<file path="src/conv_pkg.sv">
package conv_pkg;

    // image geometry, one 28 by 28 plane of unsigned pixels
    localparam int IMG_H = 28;
    localparam int IMG_W = 28;
    localparam int NUM_PIX = IMG_H * IMG_W;

    // kernel geometry
    // a 3 by 3 kernel with dilation two, padded so the output stays 28 by 28
    localparam int K = 3;
    localparam int TAPS = K * K;
    localparam int DIL = 2;
    localparam int PAD = 2;

    // the window has to remember every column that lies between its left and right taps
    // with dilation two that is five columns, only three of which feed the MAC at a time
    localparam int HIST_COLS = DIL * (K - 1) + 1;

    // address and coordinate widths
    localparam int ADDR_W = 10;
    localparam int COORD_W = 5;
    localparam int IDX_W = 4;

    // data widths
    // pixels are unsigned and weights signed, so a product needs one extra bit
    localparam int PIX_W = 8;
    localparam int WGT_W = 8;
    localparam int PROD_W = PIX_W + WGT_W + 1;
    // nine products of at most 255 * 128 sum to 293760 in magnitude, well inside 20 bits
    localparam int ACC_W = 20;

    // cycles from an address strobe to its result
    // address gen, memory, window and two MAC stages
    localparam int PIPE_LAT = 5;
    localparam int DRAIN_W = 3;

    // one kernel tap as seen by the memory
    typedef struct packed {
        logic              in_img;
        logic [ADDR_W-1:0] addr;
    } tap_t;

    // request from the address generator, full marks a row start
    typedef struct packed {
        tap_t [TAPS-1:0] taps;
        logic            full;
    } patch_req_t;

    // pixels read for one request, with the full flag carried along
    typedef struct packed {
        logic [TAPS-1:0][PIX_W-1:0] pix;
        logic                       full;
    } patch_pix_t;

    // the nine pixels under the kernel, in tap order
    typedef struct packed {
        logic [TAPS-1:0][PIX_W-1:0] pix;
    } window_t;

endpackage
</file>
<file path="src/mac_unit.sv">
module mac_unit import conv_pkg::*;
(
    input  logic                    clk,
    input  logic                    rst,
    input  logic                    w_we,
    input  logic                    win_valid,
    input  logic [IDX_W-1:0]        w_idx,
    input  logic signed [WGT_W-1:0] w_data,
    input  window_t                 win,
    output logic                    result_valid,
    output logic signed [ACC_W-1:0] result_value
);

    logic signed [WGT_W-1:0] wgt [TAPS];
    logic signed [PROD_W-1:0] prod [TAPS];
    logic signed [ACC_W-1:0] sum;
    logic prod_valid;

    // weight bank, written by tap index
    always_ff @(posedge clk)
    begin
        if (w_we)
        begin
            wgt[w_idx] <= w_data;
        end
    end

    // first stage registers the nine products
    // the pixel gets a zero sign bit so that 255 stays positive
    always_ff @(posedge clk)
    begin
        if (win_valid)
        begin
            for (int k = 0; k < TAPS; k++)
            begin
                prod[k] <= $signed({1'b0, win.pix[k]}) * wgt[k];
            end
        end
    end

    // adder tree over the registered products
    // every operand is signed, so each product is sign extended to the full width
    always_comb
    begin
        sum = '0;
        for (int k = 0; k < TAPS; k++)
        begin
            sum = sum + prod[k];
        end
    end

    // second stage registers the sum
    always_ff @(posedge clk)
    begin
        if (prod_valid)
        begin
            result_value <= sum;
        end
    end

    always_ff @(posedge clk or negedge rst)
    begin
        if (!rst)
        begin
            prod_valid <= 1'b0;
            result_valid <= 1'b0;
        end
        else
        begin
            prod_valid <= win_valid;
            result_valid <= prod_valid;
        end
    end

    assert property (@(posedge clk) disable iff (!rst) w_we |-> w_idx < TAPS)
        else $error("weight index outside the kernel");

    // a weight changing while a window is in the MAC would mix two kernels in one sum
    assert property (@(posedge clk) disable iff (!rst) w_we |-> !win_valid && !prod_valid)
        else $error("weight write while the MAC holds data");

endmodule

</file>
<file path="config.mk">
export PLATFORM = sky130hd
export DESIGN_NAME = mac_unit
export DESIGN_NICKNAME = d
export VERILOG_FILES = /design/src/conv_pkg.sv /design/src/mac_unit.sv
export SDC_FILE = /design/constraint.sdc
export NUM_CORES = 2
export LEC_CHECK = 0
export CORE_MARGIN = 10
export CORE_UTILIZATION = 60
export CTS_CLUSTER_SIZE = 10
export DETAILED_ROUTE_END_ITERATION = 6
export DONT_BUFFER_PORTS = 1
export PLACE_DENSITY = 0.76
export SYNTH_ARGS = -nofsm -noshare
export SYNTH_HDL_FRONTEND = slang
export SYNTH_SLANG_ARGS = --single-unit
</file>
<file path="constraint.sdc">
create_clock -name clk -period 8.7 [get_ports clk]
set_clock_uncertainty 0.15 [all_clocks]
set_input_delay 0.435 -clock clk [delete_from_list [all_inputs] [get_ports clk]]
set_output_delay 0.435 -clock clk [all_outputs]
set_load 0.01 [all_outputs]
</file>
==> results.yml <==
clock_network:
  cts_resized: 0
  cts_sinks: 247
  clock_latency_ns: 0.55
  cts_buffers: 34
  hold_buffers: 15
  cts_tree: "built"
  cts_setup_buffers: 0
  h-tree-depth: 2
  clk_pin_slew_worst_paths_ns: 0.06
  cts-root-buf: "clkbuf_16"
  cts_buffer_depth: 3
route:
  drc_errors: 0
  wire_per_inst_um: 19.5
  via_count: 21100
  routed_wl_um: 73700
  via_per_inst: 5.60
  first_iter_violations: 1338
  dr.pass1.iters: 6
  antenna_left: 0
setup_path:
  path_depth: 14
  max_stage_delay_ns: 0.59
  path_class: "register to register"
  cp.arrival_ns: 5.26
  cp.buffers_inverters: 2
  rr_endpoint: "result_value[16]"
  cp_cell_sequence: "fa_1 > fa_1 > fa_1 > inv_1 > fa_1 > inv_1 > ha_1 > fa_1 > a211oi_1 > o21ai_1 > o221ai_2 > o21ai_0 > a311oi_1 > xnor2_1"
  cp_data_required_time_ns: 8.84
  slowest_stage: "fa_1"
  critPathLaunchType: "register"
  path_delay_family: "adder cells"
  startpoint: "prod[0][87]"
  cp_common_cell: "fa_1"
  rr_worst_depth: 14
  cp_max_fo: 3
  r2r-start: "prod[0][87]"
  r2r_setup_slack_ns: 3.58
  endpoint_kind: "register"
placed_design:
  place_congestion: 0.982
  dp_hpwl_um: 59200
  io_buffers: 0
floorplanning:
  die_h_um: 248
  rows: 83
  ios: 109
  core_area_mm2: 0.0515
  fp.dieArea_mm2: 0.0617
  die_width_um: 248
  initial_core_util_pct: 60.8
flow_run:
  cap_violations: 0
synth:
  syn_nets: 3970
  syn_avg_cell_area_um2: 10.4
  synth_area_leader_cell: "fa_1"
  netlist_top_cells_area: "fa_1, edfxtp_1, ha_1, inv_1, and2_1"
  netlist_top_cells_count: "inv_1, fa_1, ha_1"
  syn_inst: 3021
  synth_top_area_share_pct: 29.0
  ys_seq_elements: 247
  synth_edf_count: 245
  ys.flop_type: "edfxtp_1"
  syn-cell-area_mm2: 0.0313
  ys_async_sr_fraction_pct: 0.810
  yosysWarnings: 0
  netlist-cell-type-count: 68
  yosysSeqAreaShare_pct: 23.7
  synth.most_common_cell: "inv_1"
timing:
  worst_hold_slack_ns: 0.0343
  slew_headroom_pct: 17.6
  period_share_pct: 58.9
  fmax_ghz: 0.195
  finalSetupTns_ns: 0
  max_slew.worst_pin.slew_ns: 1.23
  setup_violations: 0
  maxSlewViolCount: 0
  final_hold_viol_count: 0
  rsz0062_at_grt: "false"
  post-route-min-period_ns: 5.12
layout:
  syn2layout_area_growth_pct: 6.82
  final_layout_size_suffix_gt1_share_pct: 2.56
  fin_nets: 4021
worst_hold_path:
  holdPathStages: 1
  hold_class: "input port to register"
  holdPathEnd: "wgt[3][6]"
  min-delay-start: "w_data[6]"
global_routing:
  grt_max_degree: 155
  antenna_found_initial: 4
  grt_first_pass_wirelength_um: 120000
  grt_use_total_pct: 24.3
  grt_overflow_total: 0
  grt_pass1_vias: 22400
run_status:
  outcome: "finished clean"
[flip-flops by register name, summed over array words and instances, names as in the netlist]
name,count
wgt,72
result_valid,1
prod,153
prod_valid,1
result_value,20
[worst max path at each step]
stage / endpoint / slack, ns
after floorplan: result_value[18] / 4.01
after global placement: result_value[18] / 3.80
after detailed placement: result_value[16] / 3.65
after CTS: result_value[16] / 3.60
after global routing: result_value[16] / 3.37
final: result_value[16] / 3.58
[layout make-up]
class	instances	area [um2]
Antenna cell	2	5.00
Clock buffer	42	945
Clock inverter	13	111
Fill cell	3963	18100
Inverter	725	2720
Multi-Input combinational cell	2046	21200
Sequential cell	247	7410
Tap cell	680	851
Timing Repair Buffer	18	230
[per-layer routing]
layer / part of all wire (%) / GRT usage (%)
met1: 40 / 31.2
met3: 5.9 / 3.66
met5: 0.015 / 0
met4: 4.0 / 8.86
met2: 50 / 41.1
[logic make-up (layout without fill, tap and decap cells)]
kind of cell / after synthesis / after routing / share of synthesized area (%)
compound gates: 258 / 258 / 5.71
xor+xnor: 107 / 107 / 2.99
fa+ha+maj: 861 / 861 / 45.3
buf+inv: 728 / 798 / 8.73
flops: 247 / 247 / 23.7
mux: 8 / 8 / 0.264
other cells: 0 / 2 / 0
simple gates: 812 / 812 / 13.4
[per-stage QoR]
stage | area (um2) | std cells | utilization [%] | worst slack, ns
floorplan | 31300 | 3021 | - | 4.01
global placement | 32200 | 3701 | 62.5 | 3.80
detailed placement | 32200 | 3701 | 62.5 | 3.65
CTS | 33400 | 3771 | 64.9 | 3.60
global route | 33400 | 3771 | 64.9 | 3.37
finish | 33500 | 3773 | 64.9 | 3.58
[cells in the final DEF (no fill, tap or decap), types with 22 or more instances in the layout]
| master | n |
|---|---|
| inv_1 | 725 |
| fa_1 | 454 |
| ha_1 | 407 |
| and2_1 | 292 |
| nand2_1 | 255 |
| edfxtp_1 | 245 |
| nor2_1 | 99 |
| xnor2_1 | 75 |
| a21oi_1 | 74 |
| nand2b_1 | 55 |
| o21ai_0 | 47 |
| clkbuf_16 | 37 |
| xor2_1 | 32 |
| nor3_1 | 27 |
| a21o_1 | 26 |
| nor2b_1 | 22 |
Power is not shown: default switching activity piles up to over one toggle a cycle in this logic, so the estimate is an artifact.
