**config.mk**
```make
export PLATFORM = sky130hd
export DESIGN_NAME = patch_addr_gen
export DESIGN_NICKNAME = d
export VERILOG_FILES = /design/src/conv_pkg.sv /design/src/patch_addr_gen.sv
export SDC_FILE = /design/constraint.sdc
export NUM_CORES = 1
export LEC_CHECK = 0
export ABC_AREA = 1
export BUFFER_PORTS_ARGS = -buffer_cell sky130_fd_sc_hd__buf_2
export CAP_MARGIN = 15
export CORE_UTILIZATION = 55
export DETAILED_ROUTE_END_ITERATION = 7
export GPL_ROUTABILITY_DRIVEN = 1
export PLACE_DENSITY = 0.83
export REMOVE_ABC_BUFFERS = 1
export SLEW_MARGIN = 25
export SYNTH_ARGS = -nofsm -noshare
export SYNTH_HDL_FRONTEND = slang
export SYNTH_SLANG_ARGS = --single-unit
export TNS_END_PERCENT = 50
```
**constraint.sdc**
```tcl
create_clock -name clk -period 7.7 [get_ports clk]
set_input_delay 1.54 -clock clk [delete_from_list [all_inputs] [get_ports clk]]
set_output_delay 1.54 -clock clk [all_outputs]
set_load 0.005 [all_outputs]
```
**src/conv_pkg.sv**
```systemverilog
package conv_pkg;

    // image geometry, one 28 by 28 plane of unsigned pixels
    localparam int IMG_H = 28;
    localparam int IMG_W = 28;
    localparam int NUM_PIX = IMG_H * IMG_W;

    // kernel geometry
    // a 3 by 3 kernel with dilation two, padded so the output stays 28 by 28
    localparam int K = 3;
    localparam int TAPS = K * K;
    localparam int DIL = 2;
    localparam int PAD = 2;

    // the window has to remember every column that lies between its left and right taps
    // with dilation two that is five columns, only three of which feed the MAC at a time
    localparam int HIST_COLS = DIL * (K - 1) + 1;

    // address and coordinate widths
    localparam int ADDR_W = 10;
    localparam int COORD_W = 5;
    localparam int IDX_W = 4;

    // data widths
    // pixels are unsigned and weights signed, so a product needs one extra bit
    localparam int PIX_W = 8;
    localparam int WGT_W = 8;
    localparam int PROD_W = PIX_W + WGT_W + 1;
    // nine products of at most 255 * 128 sum to 293760 in magnitude, well inside 20 bits
    localparam int ACC_W = 20;

    // cycles from an address strobe to its result
    // address gen, memory, window and two MAC stages
    localparam int PIPE_LAT = 5;
    localparam int DRAIN_W = 3;

    // one kernel tap as seen by the memory
    typedef struct packed {
        logic              in_img;
        logic [ADDR_W-1:0] addr;
    } tap_t;

    // request from the address generator, full marks a row start
    typedef struct packed {
        tap_t [TAPS-1:0] taps;
        logic            full;
    } patch_req_t;

    // pixels read for one request, with the full flag carried along
    typedef struct packed {
        logic [TAPS-1:0][PIX_W-1:0] pix;
        logic                       full;
    } patch_pix_t;

    // the nine pixels under the kernel, in tap order
    typedef struct packed {
        logic [TAPS-1:0][PIX_W-1:0] pix;
    } window_t;

endpackage
```
**src/patch_addr_gen.sv**
```systemverilog
module patch_addr_gen import conv_pkg::*;
(
    input  logic               clk,
    input  logic               rst,
    input  logic               addr_strobe,
    input  logic [COORD_W-1:0] row,
    input  logic [COORD_W-1:0] col,
    output logic               req_valid,
    output patch_req_t         req
);

    logic [COORD_W-1:0] prev_row;
    logic full_now;
    tap_t [TAPS-1:0] tap_now;

    // builds one tap from the output position and the tap index
    // taps outside the image keep address zero and are flagged so the memory returns zero
    function automatic tap_t make_tap(
        input logic [COORD_W-1:0] r0,
        input logic [COORD_W-1:0] c0,
        input int                 k
    );
        tap_t t;
        int r;
        int c;
        r = int'(r0) + DIL * (k % K) - PAD;
        c = int'(c0) + DIL * (k / K) - PAD;
        t.in_img = (r >= 0) && (r < IMG_H) && (c >= 0) && (c < IMG_W);
        t.addr = t.in_img ? ADDR_W'(r * IMG_W + c) : '0;
        return t;
    endfunction

    always_comb
    begin
        for (int k = 0; k < TAPS; k++)
        begin
            tap_now[k] = make_tap(row, col, k);
        end
    end

    // the row of this same strobe decides the full load, so the first position of a row
    // is never served from the previous row's window
    // column 1 also loads in full, because its middle column was not among the three
    // columns fetched at column 0
    assign full_now = (row != prev_row) || (col == COORD_W'(DIL - 1));

    always_ff @(posedge clk or negedge rst)
    begin
        if (!rst)
        begin
            req_valid <= 1'b0;
            // 28 is no real row, so the first strobe after reset loads in full
            prev_row <= COORD_W'(IMG_H);
        end
        else
        begin
            req_valid <= addr_strobe;
            if (addr_strobe)
            begin
                prev_row <= row;
            end
        end
    end

    always_ff @(posedge clk)
    begin
        if (addr_strobe)
        begin
            req.full <= full_now;
            // the right column is fetched every cycle
            // the other six taps only matter on a full load and are left alone otherwise
            for (int k = 0; k < TAPS; k++)
            begin
                if (k >= 2 * K || full_now)
                begin
                    req.taps[k] <= tap_now[k];
                end
            end
        end
    end

    // an out-of-range position would alias into the image
    assert property (@(posedge clk) disable iff (!rst)
        addr_strobe |-> (row < IMG_H) && (col < IMG_W))
        else $error("addr_strobe with row or col outside the image");

endmodule

```
==> metrics.txt <==
die area=13300 µm²; number of port buffers=113; Total Wirelength=15.7 mm; Worst setup EP type=flop; Seq pwr share=0.378; WL met1=6.64 mm; run status=complete, no violations; total gr overflow=0; Routed Antenna Nets=0; Post-synth ARST share=0.0566; Comb pwr share=0.417; wire length on met2=7.47 mm; Die X-Extent=115 µm; pin count of the biggest net entering global routing=66; Initial Util=0.563; Chip Height=115 µm; met3 routed WL=1.17 mm; clk sinks=106; Placeable Area=12600 µm²; R2R Path End=req[6]; Synth Instances=748; ys flop type=edfxtp_1; global-route wire length before repair=24.7 mm; Yosys warning count=0; Final Hold Fails=0; area grow syn2layout=15.0%; Critical Path AT=5470 ps; CTS clk-pin slew, worst paths=approximately 80 ps; final setup fails=0; Cells on Worst Hold Path=2; crit path launch type=primary input; CTS root buf=clkbuf_16; max-cap violation count=0; Skew-Pair Late Insertion Delay=360 ps; row count=between 40 and 50; Final period util=0.694; sequential area share after synthesis=0.446; CTS Buffer Depth=2; CTS buffer count=9; via density per instance=5.37; post-DP HPWL=12.1 mm; Hold Path Class=flop to flop; Slew Viols, Final=0; IO Count=114; number of synthesized flops with an enable pin=100; static leakage=3.91 nW; Post-CTS Repair Setup Buffers=0; internal power=1.35 mW; DR WL/cell=14.9 µm; highest routed layer=met4; Layout Utilization=0.647; Worst Setup Path Type=primary input to flop; reg-to-reg slack, setup=between 5000 and 6000 ps; dpl cells=between 1000 and 1500; # DRC=0; Cell variety after synth=44; Post-Syn Area=7070 µm²; Via Count=5631; Layout Skew=11.7 ps; relative slew slack=0.436; gp weighted congestion=0.898; RR Startpoint=prev_row[2]; DR pass1 iterations=6; Slew @ Worst Pin=845 ps; drt first-iter violations=520; f_max=187 MHz; register bit count reported by yosys=~110; vias in the first global route=between 5000 and 6000; cts hold-fix bufs=0; setup TNS=0 ps; Total GRT Usage=0.246; Avg Inst Size Synth=9.45 µm²; H-Tree Depth=3; Psw=0.821 mW; initial antenna violation count=0; Clock power frac=0.205; fin cells=1048; HP Start=prev_row[2]; share of layout cells above drive strength 1=0.200; Hold Slack=522 ps; Max VDD drop=between 0.1 and 0.15 mV; Critical Path Fanout Max=9; Post-CTS Resized=0; Register-to-Register Path Depth=5; CTS tree=built; RSZ-0062 raised after global routing=no; crit path time final=between 5000 and 6000 ps; Nets=976; Power Density=about 270 nW/µm²; Net Sw Frac=0.378; diodes inserted=0; Worst Hold Endpoint=prev_row[2]; CP required=7820 ps
## registers in the layout (all words and copies together), names as in the netlist
register / count
req_valid: 1
req: 100
prev_row: 5
## worst max-delay path: stages
cell and delay, ps:
buf_2 210, inv_1 130, ha_1 450, xnor2_1 330
inv_1 100, fa_1 510, inv_1 70, fa_1 480
a21oi_1 160, o21bai_1 80, xnor2_1 220, inv_1 170
ha_1 380, nand4_1 110, o221ai_1 270, nand3_1 110
nand2_1 70, nor2_1 40
## cell type report
type	count	area, µm²
multi-input combinational	510	3400
tap	172	215
sequential	106	3160
clock inverter	7	61.3
inverter	129	489
fill	983	4440
clock buffer	9	225
timing repair buffer	115	581
## power by group through the flow
stage,registers [mW],clock network [mW],logic [mW]
final,0.821,0.446,0.906
after global routing,0.832,0.470,1.03
after CTS,0.824,0.450,0.899
after detailed placement,0.836,0,0.892
after global placement,0.834,0,0.866
after floorplan,0.850,0,0.597
## cell usage after synthesis (4+ instances only)
| library cell | number | area [µm²] |
|---|---|---|
| fa_1 | 17 | 340 |
| inv_1 | 118 | 443 |
| nand2_1 | 109 | 409 |
| nand4_1 | 7 | 43.8 |
| xnor2_1 | 9 | 78.8 |
| edfxtp_1 | 100 | 3000 |
| o21ai_1 | 10 | 50.1 |
| inv_2 | 8 | 30.0 |
| nor2_4 | 7 | 78.8 |
| o21ai_0 | 39 | 195 |
| ha_1 | 75 | 938 |
| a21oi_2 | 10 | 87.6 |
| a21oi_1 | 70 | 350 |
| nor2_1 | 71 | 267 |
| xor2_1 | 6 | 52.6 |
| nand3_1 | 41 | 205 |
| o21bai_1 | 4 | 30.0 |
| nor3_1 | 5 | 25.0 |
## metrics by stage
step	area, µm²	setup slack, ps	power [mW]
2_1_floorplan	7050	2700	1.45
3_3_place_gp	7850	2130	1.70
3_5_place_dp	7850	2030	1.73
4_1_cts	8130	2390	2.17
5_1_grt	8130	2010	2.33
6_report	8130	2350	2.17
## cell usage in the layout, fill, tap and decap left out, types with 4 or more instances in the layout
cell type,n
a21oi_1,70
o21ai_1,10
nand2_1,109
buf_2,113
inv_1,118
nor2_4,7
nor3_1,5
o21bai_1,4
a21oi_2,10
edfxtp_1,100
nor2_1,71
ha_1,75
nand3_1,41
xor2_1,6
clkbuf_16,9
inv_2,8
clkinvlp_4,4
fa_1,17
xnor2_1,9
o21ai_0,39
nand4_1,7
## logic make-up (layout without fill, tap and decap cells)
family                     Yosys count  count (layout)  share of synthesized area
buffers and inverters              132             260                     0.0724
DFF                                106             106                      0.446
AOI/OAI and AO/OA                  146             146                      0.114
xor gates and xnor gates            19              19                     0.0278
and+or+nand+nor                    253             253                      0.158
adders and majority gates           92              92                      0.181
## worst max-delay path by stage
stage | start | end | slack, ps | depth (start not counted)
after CTS | row[2] | req[32] | 2390 | 18
after detailed placement | row[2] | req[32] | 2030 | 18
after floorplan | row[1] | req[32] | 2700 | 17
after global placement | row[2] | req[32] | 2130 | 18
after global routing | row[2] | req[32] | 2010 | 18
final | row[2] | req[32] | 2350 | 18
## routing by layer
metal  up-vias  GRT usage
li1       2765          -
met1      2582      0.313
met2       247      0.410
met3        37     0.0490
met4         0      0.106
met5         -          0
Note: power is estimated with default switching activity, not from simulation.
