`src/conv_pkg.sv`:
```
package conv_pkg;

    // image geometry, one 28 by 28 plane of unsigned pixels
    localparam int IMG_H = 28;
    localparam int IMG_W = 28;
    localparam int NUM_PIX = IMG_H * IMG_W;

    // kernel geometry
    // a 3 by 3 kernel with dilation two, padded so the output stays 28 by 28
    localparam int K = 3;
    localparam int TAPS = K * K;
    localparam int DIL = 2;
    localparam int PAD = 2;

    // the window has to remember every column that lies between its left and right taps
    // with dilation two that is five columns, only three of which feed the MAC at a time
    localparam int HIST_COLS = DIL * (K - 1) + 1;

    // address and coordinate widths
    localparam int ADDR_W = 10;
    localparam int COORD_W = 5;
    localparam int IDX_W = 4;

    // data widths
    // pixels are unsigned and weights signed, so a product needs one extra bit
    localparam int PIX_W = 8;
    localparam int WGT_W = 8;
    localparam int PROD_W = PIX_W + WGT_W + 1;
    // nine products of at most 255 * 128 sum to 293760 in magnitude, well inside 20 bits
    localparam int ACC_W = 20;

    // cycles from an address strobe to its result
    // address gen, memory, window and two MAC stages
    localparam int PIPE_LAT = 5;
    localparam int DRAIN_W = 3;

    // one kernel tap as seen by the memory
    typedef struct packed {
        logic              in_img;
        logic [ADDR_W-1:0] addr;
    } tap_t;

    // request from the address generator, full marks a row start
    typedef struct packed {
        tap_t [TAPS-1:0] taps;
        logic            full;
    } patch_req_t;

    // pixels read for one request, with the full flag carried along
    typedef struct packed {
        logic [TAPS-1:0][PIX_W-1:0] pix;
        logic                       full;
    } patch_pix_t;

    // the nine pixels under the kernel, in tap order
    typedef struct packed {
        logic [TAPS-1:0][PIX_W-1:0] pix;
    } window_t;

endpackage
```
`src/conv_ctrl.sv`:
```
module conv_ctrl import conv_pkg::*;
(
    input  logic               clk,
    input  logic               rst,
    input  logic               start,
    output logic               busy,
    output logic               done,
    output logic               addr_strobe,
    output logic [COORD_W-1:0] row,
    output logic [COORD_W-1:0] col
);

    typedef enum logic
    {
        S_IDLE,
        S_RUN
    } state_t;

    state_t state;
    logic [DRAIN_W-1:0] drain_cnt;
    logic last_col;
    logic last_row;

    assign last_col = (col == COORD_W'(IMG_W - 1));
    assign last_row = (row == COORD_W'(IMG_H - 1));

    // busy covers both the scan and the drain of the pipeline
    assign busy = (state == S_RUN);

    always_ff @(posedge clk or negedge rst)
    begin
        if (!rst)
        begin
            state <= S_IDLE;
            addr_strobe <= 1'b0;
            row <= '0;
            col <= '0;
            drain_cnt <= '0;
            done <= 1'b0;
        end
        else
        begin
            // done is a single-cycle pulse
            done <= 1'b0;
            case (state)
                S_IDLE:
                begin
                    // a start seen here begins the scan in the next cycle at (0,0)
                    if (start)
                    begin
                        state <= S_RUN;
                        addr_strobe <= 1'b1;
                        row <= '0;
                        col <= '0;
                    end
                end
                S_RUN:
                begin
                    // start is not looked at here, so a second pulse cannot restart the scan
                    if (addr_strobe)
                    begin
                        if (last_col)
                        begin
                            col <= '0;
                            if (last_row)
                            begin
                                // last position issued, now wait for the pipeline to empty
                                addr_strobe <= 1'b0;
                                drain_cnt <= DRAIN_W'(PIPE_LAT - 1);
                            end
                            else
                            begin
                                row <= row + 1'b1;
                            end
                        end
                        else
                        begin
                            col <= col + 1'b1;
                        end
                    end
                    else if (drain_cnt == '0)
                    begin
                        // the last result leaves the MAC in this cycle
                        state <= S_IDLE;
                        done <= 1'b1;
                    end
                    else
                    begin
                        drain_cnt <= drain_cnt - 1'b1;
                    end
                end
                default:
                begin
                    state <= S_IDLE;
                end
            endcase
        end
    end

    // the downstream stages rely on strobes only inside a run
    assert property (@(posedge clk) disable iff (!rst) addr_strobe |-> busy)
        else $error("addr_strobe high while busy is low");

    // a start during a run must not bring the scan back to (0,0)
    assert property (@(posedge clk) disable iff (!rst)
        (start && busy) |=> !(addr_strobe && row == '0 && col == '0))
        else $error("start during busy restarted the scan");

endmodule

```
`config.mk`:
```
export PLATFORM = sky130hd
export DESIGN_NAME = conv_ctrl
export DESIGN_NICKNAME = d
export VERILOG_FILES = /design/src/conv_pkg.sv /design/src/conv_ctrl.sv
export SDC_FILE = /design/constraint.sdc
export NUM_CORES = 1
export LEC_CHECK = 0
export BUFFER_PORTS_ARGS = -buffer_cell sky130_fd_sc_hd__buf_4
export CORE_MARGIN = 1
export CORE_UTILIZATION = 45
export CTS_CLUSTER_SIZE = 24
export DETAILED_ROUTE_END_ITERATION = 8
export GPL_TIMING_DRIVEN = 1
export PLACE_DENSITY = 0.77
export SYNTH_ARGS = -nofsm -noshare
export SYNTH_HDL_FRONTEND = slang
export SYNTH_SLANG_ARGS = --single-unit
export TNS_END_PERCENT = 20
```
`constraint.sdc`:
```
create_clock -name clk -period 1.7 [get_ports clk]
set_clock_uncertainty 0.15 [all_clocks]
set_input_delay 0.34 -clock clk [delete_from_list [all_inputs] [get_ports clk]]
set_output_delay 0.34 -clock clk [all_outputs]
set_load 0.1 [all_outputs]
```
==> results.md <==
Run status:
- The run finished with clean final reports.

CTS:
- The number of buffers added for setup after CTS is 0.
- For this design, the sink count on the clock tree is 16.
- In this run the number of H-tree levels came out at 1.
- In this run, CTS created clock tree buffers numbering 3.
- Clock tree synthesis selected as its root buffer the cell sky130_fd_sc_hd__clkbuf_4.
- The insertion delay to the later sink of the worst-skew pair is 0.29 ns.
- The maximum clock path buffer count is 2.
- The clock-pin slew on the worst setup and hold paths is roughly 0.10 ns.
- The clock tree from TritonCTS is done.

Placement:
- At the end of routability-driven placement, the weighted congestion stood at roughly 0.84.
- The wire-length estimate of the detail-placed layout is about 1300 µm.
- The post-place setup slack is 0.0675 ns.
- The placed standard-cell area is around 1100 µm².
- The number of port buffers is 15.

Floorplanning:
- The count of pins on the block boundary is 16.
- The die covers 2180 µm².
- The height of the die is roughly 47 µm.
- The total area inside the core boundary comes to about 1800 µm².
- The initial core utilization is 49.9%.
- The number of rows created at floorplan is 15.
- The die is around 47 µm wide.

Detailed routing:
- Signal routing reaches up to met4.
- The remaining design rule violation count is 0.
- The routed layout has 734 vias.
- The total iterations of the first detailed-routing run is 3.
- The total length of routed met3 wires is 52 µm.
- Detailed routing placed a total of 892 µm of wire on met2.
- The post-route antenna net violation count is 0.
- Using the TritonRoute via totals, the vias-per-cell ratio works out to 5.48.
- The iteration-0 DRC count of the detailed router is 10.
- The wire length per cell is 13.7 µm.
- The routed design has ~1800 µm of wire.
- The detailed router put a total of a little under 900 µm of wire on met1.

Timing:
- The final period utilization is between 90% and 100%.
- The number of hold violations in the final report came to 0.
- The transition time of the tightest slew-check pin is ~0.43 ns.
- The final critical path time including I/O delays and setup is 1.66 ns.
- The number of endpoints failing setup at the final stage is 0.
- The number of slew-limit violations in the final report is 0.
- Timing would allow up to between 600 and 700 MHz.
- The worst slew margin relative to its limit is between 70 and 80%.
- Setup repair after global routing could not meet its margin everywhere.
- Across all setup checks in the final design, the least slack found is between 0.03 and 0.04 ns.
- After routing, the total negative slack on setup checks comes to 0 ns.

Setup path:
- The peak per-stage delay on the critical path is between 0.5 and 0.6 ns.
- The slowest stage of the critical path is the sky130_fd_sc_hd__dfrtp_4 cell.
- Traced cell by cell, the critical path runs through ha_4 > and4b_2 > a21o_4 > a31oi_1 > a41oi_1.
- Data on the critical path arrives at its endpoint at ~1.7 ns.
- The highest net fanout along the worst path is 5.
- STA puts the critical path data required time at between 1.5 and 2 ns.
- The category of the worst setup path launch point is a flop.
- The type of the worst setup path is flop to flop.
- The kind of capture point of the worst setup path is a flop.

Global route:
- The leftover overflow at the end of global routing is 0.
- The first global-routing pass estimated around 2800 µm of wire.
- The number of antenna violations at the first check in global routing is 0.
- The via count of the first global-routing pass is between 600 and 700.
- The largest net degree at the start of global routing is 17.
- The total track usage is about a fifth.

Finish:
- For this run, the post-layout net count is between 100 and 150.
- Of the cells placed in the final design, the portion with a size suffix greater than 1 is about two fifths.
- Once layout is done, the placed cells without fillers occupy about 1100 µm².
- Once layout is complete, the utilization of the core stands at 62.6%.
- The post-synthesis to final-layout area growth is 25.5%.
- 0 antenna diodes ended up in the layout.

Synthesis:
- The primary flip-flop cell chosen by synthesis mapping is sky130_fd_sc_hd__dfrtp_1.
- The cell count after synthesis came out at between 90 and 100.
- Summed over its instances, the top area cell type makes up between 40 and 50% of the synthesized netlist area.
- In the post-synthesis netlist, the biggest area contributors are sky130_fd_sc_hd__dfrtp_1, sky130_fd_sc_hd__ha_1, sky130_fd_sc_hd__nand2_1, sky130_fd_sc_hd__o21ai_0, sky130_fd_sc_hd__mux2i_1.
- The number of different library cells used by synthesis comes to 32.
- The proportion of synthesized chip area in sequential cells is between 40% and 50%.
- The number of nets handed over by synthesis was 98.
- The number of enable-type register cells in the synthesized netlist is 0.
- Sorting the synthesized cells by how often they occur yields sky130_fd_sc_hd__dfrtp_1, sky130_fd_sc_hd__nand2_1, sky130_fd_sc_hd__o21ai_0, sky130_fd_sc_hd__inv_1, sky130_fd_sc_hd__nor3_1.
- During synthesis, Yosys emitted a total of 0 warnings.
- The proportion of register bits with asynchronous set or reset after synthesis is between 90% and 100%.
- The register bit total from synthesis is 16.
- The mean instance size in the synthesized netlist is between 9 and 10 µm².
- The synthesized design spends more area on one cell type than any other, namely sky130_fd_sc_hd__dfrtp_1.
- The cell with the most instances after synthesis is sky130_fd_sc_hd__dfrtp_1.
- The post-synthesis instance area is between 800 and 900 µm².

Flow run:
- The tool flagged a number of max-cap violations equal to 0.

Worst hold path:
- The path class of the tightest hold or removal check is input pin to flop.
[what timing repair did]
| action | CTS | global route |
|---|---|---|
| gates resized for setup | 0 | 2 |
| hold endpoints to repair | 16 | 0 |
| hold buffers | 1 | 0 |
| endpoints found under the setup margin | 0 | 2 |
[critical path: cells and delay by family (launching register included)]
kind                     cells  cell delay, ns
flip-flops                   1            0.52
AND/OR/NAND/NOR              1            0.25
AO/OA/AOI/OAI                3            0.42
adder cells (fa/ha/maj)      1            0.18
[cell usage in the layout, fill, tap and decap left out, types with 2 or more instances in the layout]
master,count
sky130_fd_sc_hd__o21ai_0,7
sky130_fd_sc_hd__ha_4,2
sky130_fd_sc_hd__nand2_1,13
sky130_fd_sc_hd__buf_4,15
sky130_fd_sc_hd__ha_1,2
sky130_fd_sc_hd__inv_1,5
sky130_fd_sc_hd__a21oi_1,4
sky130_fd_sc_hd__dfrtp_2,7
sky130_fd_sc_hd__nor2_1,3
sky130_fd_sc_hd__nand2b_1,3
sky130_fd_sc_hd__a21o_1,2
sky130_fd_sc_hd__dfrtp_1,4
sky130_fd_sc_hd__a22o_1,3
sky130_fd_sc_hd__nor3_1,4
sky130_fd_sc_hd__dfrtp_4,5
sky130_fd_sc_hd__clkbuf_4,3
sky130_fd_sc_hd__nand3_1,3
sky130_fd_sc_hd__nor3_2,2
sky130_fd_sc_hd__mux2i_1,3
[sequential cells by signal, summed over array words and instances, names as in the netlist]
signal and cells:
col 5, row 5, drain_cnt 3, addr_strobe 1, busy 1, done 1
[logic make-up (layout without fill, tap and decap cells)]
group,after synthesis,in the layout,share of synthesized area (%)
XOR/XNOR,1,1,0.974
buffers and inverters,8,26,4.31
AND/OR/NAND/NOR,36,36,23.5
AO/OA/AOI/OAI,23,23,17.8
multiplexers,3,3,3.34
adder cells (fa/ha/maj),4,4,5.56
flip-flops,16,16,44.5
[area by class of cell]
cell class / instances / area [µm²]
well taps: 25 / 31.3
fillers: 164 / 673
flip-flops and latches: 16 / 428
multi-input cells: 67 / 498
inverters: 6 / 22.5
clock buffers: 4 / 26.3
repair buffers: 16 / 123
[per-stage QoR]
step | instances | hold slack [ns]
3_3_place_gp | 129 | 0.0625
3_5_place_dp | 129 | 0.0653
5_1_grt | 134 | 0.133
2_1_floorplan | 91 | -0.106
6_report | 134 | 0.123
4_1_cts | 134 | 0.120
[path summary, 6_finish.rpt]
path	start	end	slack (ns)	cells after the start
max in group asynchronous	rst	addr_strobe	0.89	2
min in group asynchronous	rst	col[3]	0.29	2
min	start	row[4]	0.12	2
max	row[0]	drain_cnt[2]	0.04	5
min reg2reg	drain_cnt[1]	drain_cnt[1]	0.34	1
max reg2reg	row[0]	drain_cnt[2]	0.04	5
[routing by layer]
metal  vias up  track usage [%]
met5         -                0
li1        364                -
met2        12             31.7
met3         2             3.92
met1       356             24.5
met4         0             6.86
Power is not shown: default switching activity piles up to over one toggle a cycle in this logic, so the estimate is an artifact.
