[src/conv_pkg.sv]
package conv_pkg;

    // image geometry, one 28 by 28 plane of unsigned pixels
    localparam int IMG_H = 28;
    localparam int IMG_W = 28;
    localparam int NUM_PIX = IMG_H * IMG_W;

    // kernel geometry
    // a 3 by 3 kernel with dilation two, padded so the output stays 28 by 28
    localparam int K = 3;
    localparam int TAPS = K * K;
    localparam int DIL = 2;
    localparam int PAD = 2;

    // the window has to remember every column that lies between its left and right taps
    // with dilation two that is five columns, only three of which feed the MAC at a time
    localparam int HIST_COLS = DIL * (K - 1) + 1;

    // address and coordinate widths
    localparam int ADDR_W = 10;
    localparam int COORD_W = 5;
    localparam int IDX_W = 4;

    // data widths
    // pixels are unsigned and weights signed, so a product needs one extra bit
    localparam int PIX_W = 8;
    localparam int WGT_W = 8;
    localparam int PROD_W = PIX_W + WGT_W + 1;
    // nine products of at most 255 * 128 sum to 293760 in magnitude, well inside 20 bits
    localparam int ACC_W = 20;

    // cycles from an address strobe to its result
    // address gen, memory, window and two MAC stages
    localparam int PIPE_LAT = 5;
    localparam int DRAIN_W = 3;

    // one kernel tap as seen by the memory
    typedef struct packed {
        logic              in_img;
        logic [ADDR_W-1:0] addr;
    } tap_t;

    // request from the address generator, full marks a row start
    typedef struct packed {
        tap_t [TAPS-1:0] taps;
        logic            full;
    } patch_req_t;

    // pixels read for one request, with the full flag carried along
    typedef struct packed {
        logic [TAPS-1:0][PIX_W-1:0] pix;
        logic                       full;
    } patch_pix_t;

    // the nine pixels under the kernel, in tap order
    typedef struct packed {
        logic [TAPS-1:0][PIX_W-1:0] pix;
    } window_t;

endpackage
[src/patch_window.sv]
module patch_window import conv_pkg::*;
(
    input  logic       clk,
    input  logic       rst,
    input  logic       rd_valid,
    input  patch_pix_t rd,
    output logic       win_valid,
    output window_t    win
);

    // five columns from j-2 to j+2 relative to the current output column, three rows each
    // with dilation two, neighbouring positions share no kernel column, so the window keeps
    // the columns in between for the position after next
    logic [HIST_COLS-1:0][K-1:0][PIX_W-1:0] hist;

    always_ff @(posedge clk)
    begin
        if (rd_valid)
        begin
            // every step moves the history one column to the left
            for (int c = 0; c < HIST_COLS - 1; c++)
            begin
                hist[c] <= hist[c + 1];
            end
            // the freshly fetched right column enters at the far right
            for (int r = 0; r < K; r++)
            begin
                hist[HIST_COLS-1][r] <= rd.pix[2 * K + r];
            end
            // on a full read the left and middle kernel columns replace whatever shifted in
            if (rd.full)
            begin
                for (int r = 0; r < K; r++)
                begin
                    hist[0][r] <= rd.pix[r];
                    hist[DIL][r] <= rd.pix[K + r];
                end
            end
        end
    end

    // the kernel sees every second history column
    always_comb
    begin
        for (int c = 0; c < K; c++)
        begin
            for (int r = 0; r < K; r++)
            begin
                win.pix[c * K + r] = hist[c * DIL][r];
            end
        end
    end

    always_ff @(posedge clk or negedge rst)
    begin
        if (!rst)
        begin
            win_valid <= 1'b0;
        end
        else
        begin
            win_valid <= rd_valid;
        end
    end

endmodule

[config.mk]
export PLATFORM = sky130hd
export DESIGN_NAME = patch_window
export DESIGN_NICKNAME = d
export VERILOG_FILES = /design/src/conv_pkg.sv /design/src/patch_window.sv
export SDC_FILE = /design/constraint.sdc
export NUM_CORES = 1
export LEC_CHECK = 0
export BUFFER_PORTS_ARGS = -buffer_cell sky130_fd_sc_hd__buf_2
export CAP_MARGIN = 20
export CORE_MARGIN = 8
export CORE_UTILIZATION = 28
export CTS_BUF_LIST = sky130_fd_sc_hd__clkbuf_8
export DETAILED_ROUTE_END_ITERATION = 8
export GPL_TIMING_DRIVEN = 0
export SLEW_MARGIN = 30
export SYNTH_ARGS = -nofsm -noshare
export SYNTH_HDL_FRONTEND = slang
export SYNTH_SLANG_ARGS = --single-unit
[constraint.sdc]
create_clock -name clk -period 1.2 [get_ports clk]
set_input_delay 0.24 -clock clk [delete_from_list [all_inputs] [get_ports clk]]
set_output_delay 0.24 -clock clk [all_outputs]
set_load 0.02 [all_outputs]
==> impl_summary.log, run 1 <==
[metrics] outcome: finished, violations left
[metrics] failing checks: setup timing
[metrics] First DRT Iteration DRCs: 54
[metrics] overall fraction of global-route tracks in use: 0.0917
[metrics] half-perimeter wire length of the detailed placement result: 7.04 mm
[metrics] Final Hold Viols: 0
[metrics] worst slew slack as a fraction of its limit: 0.672
[metrics] launch point of the worst reg-to-reg path: win[69]
[metrics] share of layout cells above drive strength 1: 0.621
[metrics] Synth Cell Area: 4830 um^2
[metrics] highest-delay cell along the critical path: sky130_fd_sc_hd__edfxtp_1
[metrics] Tightest Pin Transition: 0.492 ns
[metrics] die extent in y: 147 um
[metrics] Clock Tree Root: sky130_fd_sc_hd__clkbuf_8
[metrics] finished layout cell area: 6610 um^2
[metrics] part of the Yosys area used for sequential elements: 0.751
[metrics] core area: 17100 um^2
[metrics] number of design rule violations left after detail routing: 0
[metrics] Die Wd: 147 um
[metrics] die footprint: 21700 um^2
[metrics] clock tree from TritonCTS: done
[metrics] crit path kind: reg -> out
[metrics] worst stage delay on the critical path: 0.43 ns
[metrics] clock insertion delay at the later pin of the skew report: 0.42 ns
[metrics] top cells by area in the synthesized netlist: sky130_fd_sc_hd__edfxtp_1 (75%), sky130_fd_sc_hd__buf_4 (11%), sky130_fd_sc_hd__mux2_2 (6.5%), sky130_fd_sc_hd__mux2_4 (6.2%), sky130_fd_sc_hd__buf_6 (0.70%)
[metrics] final setup slack of the worst path: -0.0460 ns
[metrics] count of input and output buffers: 147
[metrics] mean cell area of the mapped netlist: 19.6 um^2
[metrics] pin count of the biggest net entering global routing: 63
[metrics] number of cell rows: 48
[metrics] wire length of the first global-routing pass: 15.0 mm
[metrics] number of antenna violations at the first check in global routing: 1
[metrics] clk slew on worst S/H paths: 0.07 ns
[metrics] portion of synthesized cell area occupied by the leading cell type: 0.746
[metrics] remaining antenna violation count: 0
[metrics] number of global-route vias before repair: 2759
[metrics] buffering stage count on the worst path with inverters included: 1
[metrics] Max-cap violations: 0
[metrics] antenna cells: 0
[metrics] final total negative setup slack: -1.26 ns
[metrics] total number of clock tree sinks: 121
[metrics] class of the tightest hold or removal check: in -> async
[metrics] DR pass1 iterations: 4
[metrics] Avg WL per Cell: 15.7 um
[metrics] top layer used by detailed routing: met5
[metrics] number of buffers inserted during clock tree synthesis: 17
[metrics] Max H-tree Level: 4
[metrics] met1 routed wirelength after detailed routing: 3.73 mm
[metrics] number of vias after detailed routing: 2436
[metrics] setup repair after global routing missed its margin: true
[metrics] Synth warnings: 0
[metrics] family with the most delay on the worst path: flip-flops
[metrics] list of cells traversed by the critical path: buf_6
[metrics] Min Clock Period, post-route: 1.25 ns
[metrics] Achievable Freq: 803 MHz
[metrics] maximum count of clock buffers along a single path: 2
[metrics] amount of wire on met2 after detailed routing: 5.07 mm
[metrics] number of nets in the final layout: 469
[metrics] cell leakage power: 2.67 nW
[metrics] number of setup violations in the final report: 53
[metrics] startpoint types: register
[metrics] number of synthesized register bits: 121
[metrics] total power divided by cell area: 1470 nW/um^2
[metrics] type of element capturing the critical path: primary output
[metrics] Crit Path Max Fanout: 2
[metrics] Worst Path Arrival: 1.01 ns
[metrics] final weighted congestion of routability-driven global placement: 0.711
[metrics] CP Data Required Time: 0.96 ns
[metrics] num ports: 149
[metrics] aggregate global routing overflow: 0
[metrics] biggest area consumer among synthesized cells: sky130_fd_sc_hd__edfxtp_1
[metrics] worst slack, placed: -0.153 ns
[metrics] Area growth syn-to-layout: 36.9%
[metrics] routed vias/inst: 3.86
[metrics] Worst VDD drop: 0.747 mV
[metrics] final wirelength: 9.89 mm
[metrics] Mapped Nets: 322
[metrics] total power: 9.72 mW
[metrics] portion of the clock cycle consumed by the worst path in the final layout: 1.04
[metrics] number of instances in the synthesized netlist: 246
[metrics] Initial Utilization: 0.283
[metrics] total count of max-transition violations in the final report: 0
[metrics] amount of wire on met3 after detailed routing: 943 um
[metrics] count of cell types in the netlist: 7
[metrics] Crit. Startpoint: win[43]
[metrics] instance area at placement: 5880 um^2
[metrics] Setup Skew: 0.00878 ns
## cells in the final DEF, fill, tap and decap left out
master	n
sky130_fd_sc_hd__buf_8	1
sky130_fd_sc_hd__clkinv_2	3
sky130_fd_sc_hd__buf_16	1
sky130_fd_sc_hd__clkbuf_8	17
sky130_fd_sc_hd__buf_4	27
sky130_fd_sc_hd__mux2_4	20
sky130_fd_sc_hd__clkinv_4	2
sky130_fd_sc_hd__dlygate4sd3_1	25
sky130_fd_sc_hd__clkinv_1	2
sky130_fd_sc_hd__edfxtp_1	120
sky130_fd_sc_hd__buf_6	76
sky130_fd_sc_hd__buf_2	75
sky130_fd_sc_hd__bufinv_16	2
sky130_fd_sc_hd__dfrtp_1	1
sky130_fd_sc_hd__inv_1	6
sky130_fd_sc_hd__mux2_2	28
## cell usage after synthesis, drive strengths merged
library cell  count
buf              77
dfrtp             1
edfxtp          120
mux2             48
## routing by layer
| layer | up-vias | GRT usage |
|---|---|---|
| li1 | 1136 | - |
| met1 | 1198 | 0.0905 |
| met2 | 88 | 0.155 |
| met3 | 12 | 0.0544 |
| met4 | 2 | 0.0367 |
| met5 | - | 0 |
## cells by family after synthesis
group,share of synthesized area
mux,0.127
flops,0.751
buf+inv,0.121
## worst paths after layout
check | endpoint | slack [ns] | cells after the start
worst max-delay path | win[43] | -0.05 | 1
worst min-delay path | win_valid | 0.11 | 2
worst max register to register | hist[93] | 0.27 | 2
worst min register to register | hist[35] | 0.48 | 0
max in group asynchronous | win_valid | 1.01 | 2
min in group clk | win[7] | 0.12 | 2
## stage by stage
stage               std cells  utilization  hold WS [ns]
finish                    631        0.387         0.111
global route              631        0.387        0.0677
detailed placement        619        0.345        0.0179
CTS                       625        0.385        0.0742
global placement          618        0.343        0.0192
floorplan                 246            -       -0.0556
## power by group
| part | internal, mW | switching (mW) | leakage (nW) |
|---|---|---|---|
| logic | 0.701 | 0.521 | 1.28 |
| registers | 5.01 | 0.143 | 1.19 |
| clock network | 1.78 | 1.56 | 0.206 |
| total | 7.49 | 2.23 | 2.67 |
## area by class of cell
cell class | count | area [um^2]
fill | 1590 | 10400
buffer | 5 | 43.8
clock inverter | 15 | 123
sequential | 121 | 3630
multi-input combinational | 48 | 616
timing repair buffer | 200 | 1680
tap | 225 | 282
clock buffer | 17 | 234
## flip-flops by register name, indices dropped and copies added (netlist names)
signal,count
hist,48
win,72
win_valid,1
## timing repair
item	4_1_cts	5_1_grt
resized for setup	146	0
setup buffers	21	6
pin swaps	0	0
endpoints found under the setup margin	73	73
hold buffers	25	0
hold endpoints to repair	25	0
(Power assumes the default switching activity.)
==> run 2, diff against run 1 <==
CELL_PAD_IN_SITES_DETAIL_PLACEMENT = 0   (was not set)
CELL_PAD_IN_SITES_GLOBAL_PLACEMENT = 2   (was not set)
PLACE_DENSITY_LB_ADDON = 0.1   (was not set)
==> impl_summary.log, run 2 (synthesis results as in run 1) <==
[metrics] share of layout cells above drive strength 1: 0.628
[metrics] Setup Skew: 0.0106 ns
[metrics] number of vias after detailed routing: 2386
[metrics] Crit Path Max Fanout: 2
[metrics] cell leakage power: 2.67 nW
[metrics] flip-flop count of the largest register, all copies and words added: 72
[metrics] proportion of power drawn by combinational gates: 0.121
[metrics] setup repair after global routing missed its margin: true
[metrics] Die Wd: 147 um
[metrics] Final Hold Viols: 0
[metrics] die extent in y: 147 um
[metrics] Worst Path Arrival: 1.02 ns
[metrics] number of cell rows: 48
[metrics] number of global-route vias before repair: 2635
[metrics] num ports: 149
[metrics] clock insertion delay at the later pin of the skew report: 0.43 ns
[metrics] Sw Share: 0.221
[metrics] instance area at placement: 5880 um^2
[metrics] Tightest Pin Transition: 0.403 ns
[metrics] Area growth syn-to-layout: 37.4%
[metrics] crit path kind: reg -> out
[metrics] First DRT Iteration DRCs: 100
[metrics] number of design rule violations left after detail routing: 0
[metrics] Reg power frac: 0.513
[metrics] total power: 10.0 mW
[metrics] worst slew slack as a fraction of its limit: 0.731
[metrics] total power divided by cell area: 1510 nW/um^2
[metrics] Initial Utilization: 0.283
[metrics] list of cells traversed by the critical path: buf_6
[metrics] wire length of the first global-routing pass: 15.0 mm
[metrics] highest-delay cell along the critical path: sky130_fd_sc_hd__edfxtp_1
[metrics] remaining antenna violation count: 0
[metrics] pin count of the biggest net entering global routing: 78
[metrics] non-filler instance count after layout: 630
[metrics] count of input and output buffers: 147
[metrics] final setup slack of the worst path: -0.0578 ns
[metrics] total count of max-transition violations in the final report: 0
[metrics] final wirelength: 9.86 mm
[metrics] Clock Tree Root: sky130_fd_sc_hd__clkbuf_8
[metrics] number of setup violations in the final report: 53
[metrics] switching power of the nets: 2.21 mW
[metrics] commonest cells after routing, fill and taps aside: sky130_fd_sc_hd__edfxtp_1 (120), sky130_fd_sc_hd__buf_6 (76), sky130_fd_sc_hd__buf_2 (75)
[metrics] cell internal pwr: 7.82 mW
[metrics] startpoint types: register
[metrics] Max H-tree Level: 4
[metrics] aggregate global routing overflow: 0
[metrics] most common cell after layout, fill and taps aside: sky130_fd_sc_hd__edfxtp_1
[metrics] DR pass1 iterations: 4
[metrics] fill cell instance count of the final layout: 1636
[metrics] Min Clock Period, post-route: 1.26 ns
[metrics] number of buffers inserted during clock tree synthesis: 17
[metrics] share of total power in the clock network: 0.367
[metrics] clock tree from TritonCTS: done
[metrics] Avg WL per Cell: 15.6 um
[metrics] worst stage delay on the critical path: 0.44 ns
[metrics] half-perimeter wire length of the detailed placement result: 6.72 mm
[metrics] maximum count of clock buffers along a single path: 2
[metrics] Worst VDD drop: 0.669 mV
[metrics] family with the most delay on the worst path: flip-flops
[metrics] number of antenna violations at the first check in global routing: 0
[metrics] die footprint: 21700 um^2
[metrics] number of nets in the final layout: 466
[metrics] routed vias/inst: 3.79
[metrics] type of element capturing the critical path: primary output
[metrics] core utilization of the finished layout: 0.389
[metrics] buffering stage count on the worst path with inverters included: 1
[metrics] final weighted congestion of routability-driven global placement: 0.646
[metrics] finished layout cell area: 6630 um^2
[metrics] total number of clock tree sinks: 121
[metrics] class of the tightest hold or removal check: in -> async
[metrics] area of the multi-input gates: 616 um^2
[metrics] cell total after placement: 619
[metrics] core area: 17100 um^2
[metrics] WHS: 0.105 ns
[metrics] failing checks: setup timing
[metrics] Achievable Freq: 795 MHz
[metrics] Max-cap violations: 0
[metrics] final total negative setup slack: -1.27 ns
[metrics] worst slack, placed: -0.158 ns
[metrics] overall fraction of global-route tracks in use: 0.0936
[metrics] portion of the clock cycle consumed by the worst path in the final layout: 1.05
[metrics] Sequential cell area: 3630 um^2
[metrics] CP Data Required Time: 0.96 ns
[metrics] outcome: finished, violations left
[metrics] clk slew on worst S/H paths: 0.07 ns
run 2: cell count changes in the layout (fill, tap and decap cells not counted), sizes merged:
cell and change:
diode +2, buf -3, clkbuf +2, inv -2, clkinv -2, clkinvlp +1, bufinv +1
run 2: cell type report:
type	count	share of cell area
flip-flops and latches	121	0.547
repair buffers	197	0.250
multi-input cells	48	0.0928
well taps	225	0.0424
clock buffers	19	0.0394
clock inverters	13	0.0207
plain buffers	5	0.00660
diodes	2	0.000754
run 2: per-layer routing:
metal  vias to the layer above  part of all wire  track usage
met4                         0             0.020       0.0520
met3                        13             0.092       0.0489
li1                       1135                 -            -
met1                      1146              0.38       0.0957
met5                         -                 0            0
met2                        92              0.51        0.152
run 2: final timing paths:
path | from | slack (ns) | end | depth (start not counted)
worst min-delay path | rst | 0.11 | win_valid | 2
worst max-delay path | win[61] | -0.06 | win[61] | 1
worst max register to register | win[53] | 0.28 | hist[77] | 2
worst min register to register | win[64] | 0.48 | hist[88] | 0
min in group clk | rd[39] | 0.11 | win[38] | 2
max in group asynchronous | rst | 1.01 | win_valid | 2
run 2: power groups by stage:
stage | logic (mW) | clock network, mW | registers (mW)
after detailed placement | 1.12 | 0 | 5.19
after global routing | 1.29 | 4.04 | 5.17
final | 1.21 | 3.68 | 5.14
after global placement | 1.10 | 0 | 5.19
after floorplan | 0.684 | 0 | 5.17
after CTS | 1.21 | 3.85 | 5.15
run 2: repair_timing:
| item | in CTS | in global routing |
|---|---|---|
| cloned | 0 | 0 |
| hold buffers | 25 | 0 |
| resized for setup | 146 | 0 |
| endpoints found under the setup margin | 73 | 73 |
| buffers inserted | 15 | 9 |
| hold endpoints to repair | 25 | 0 |
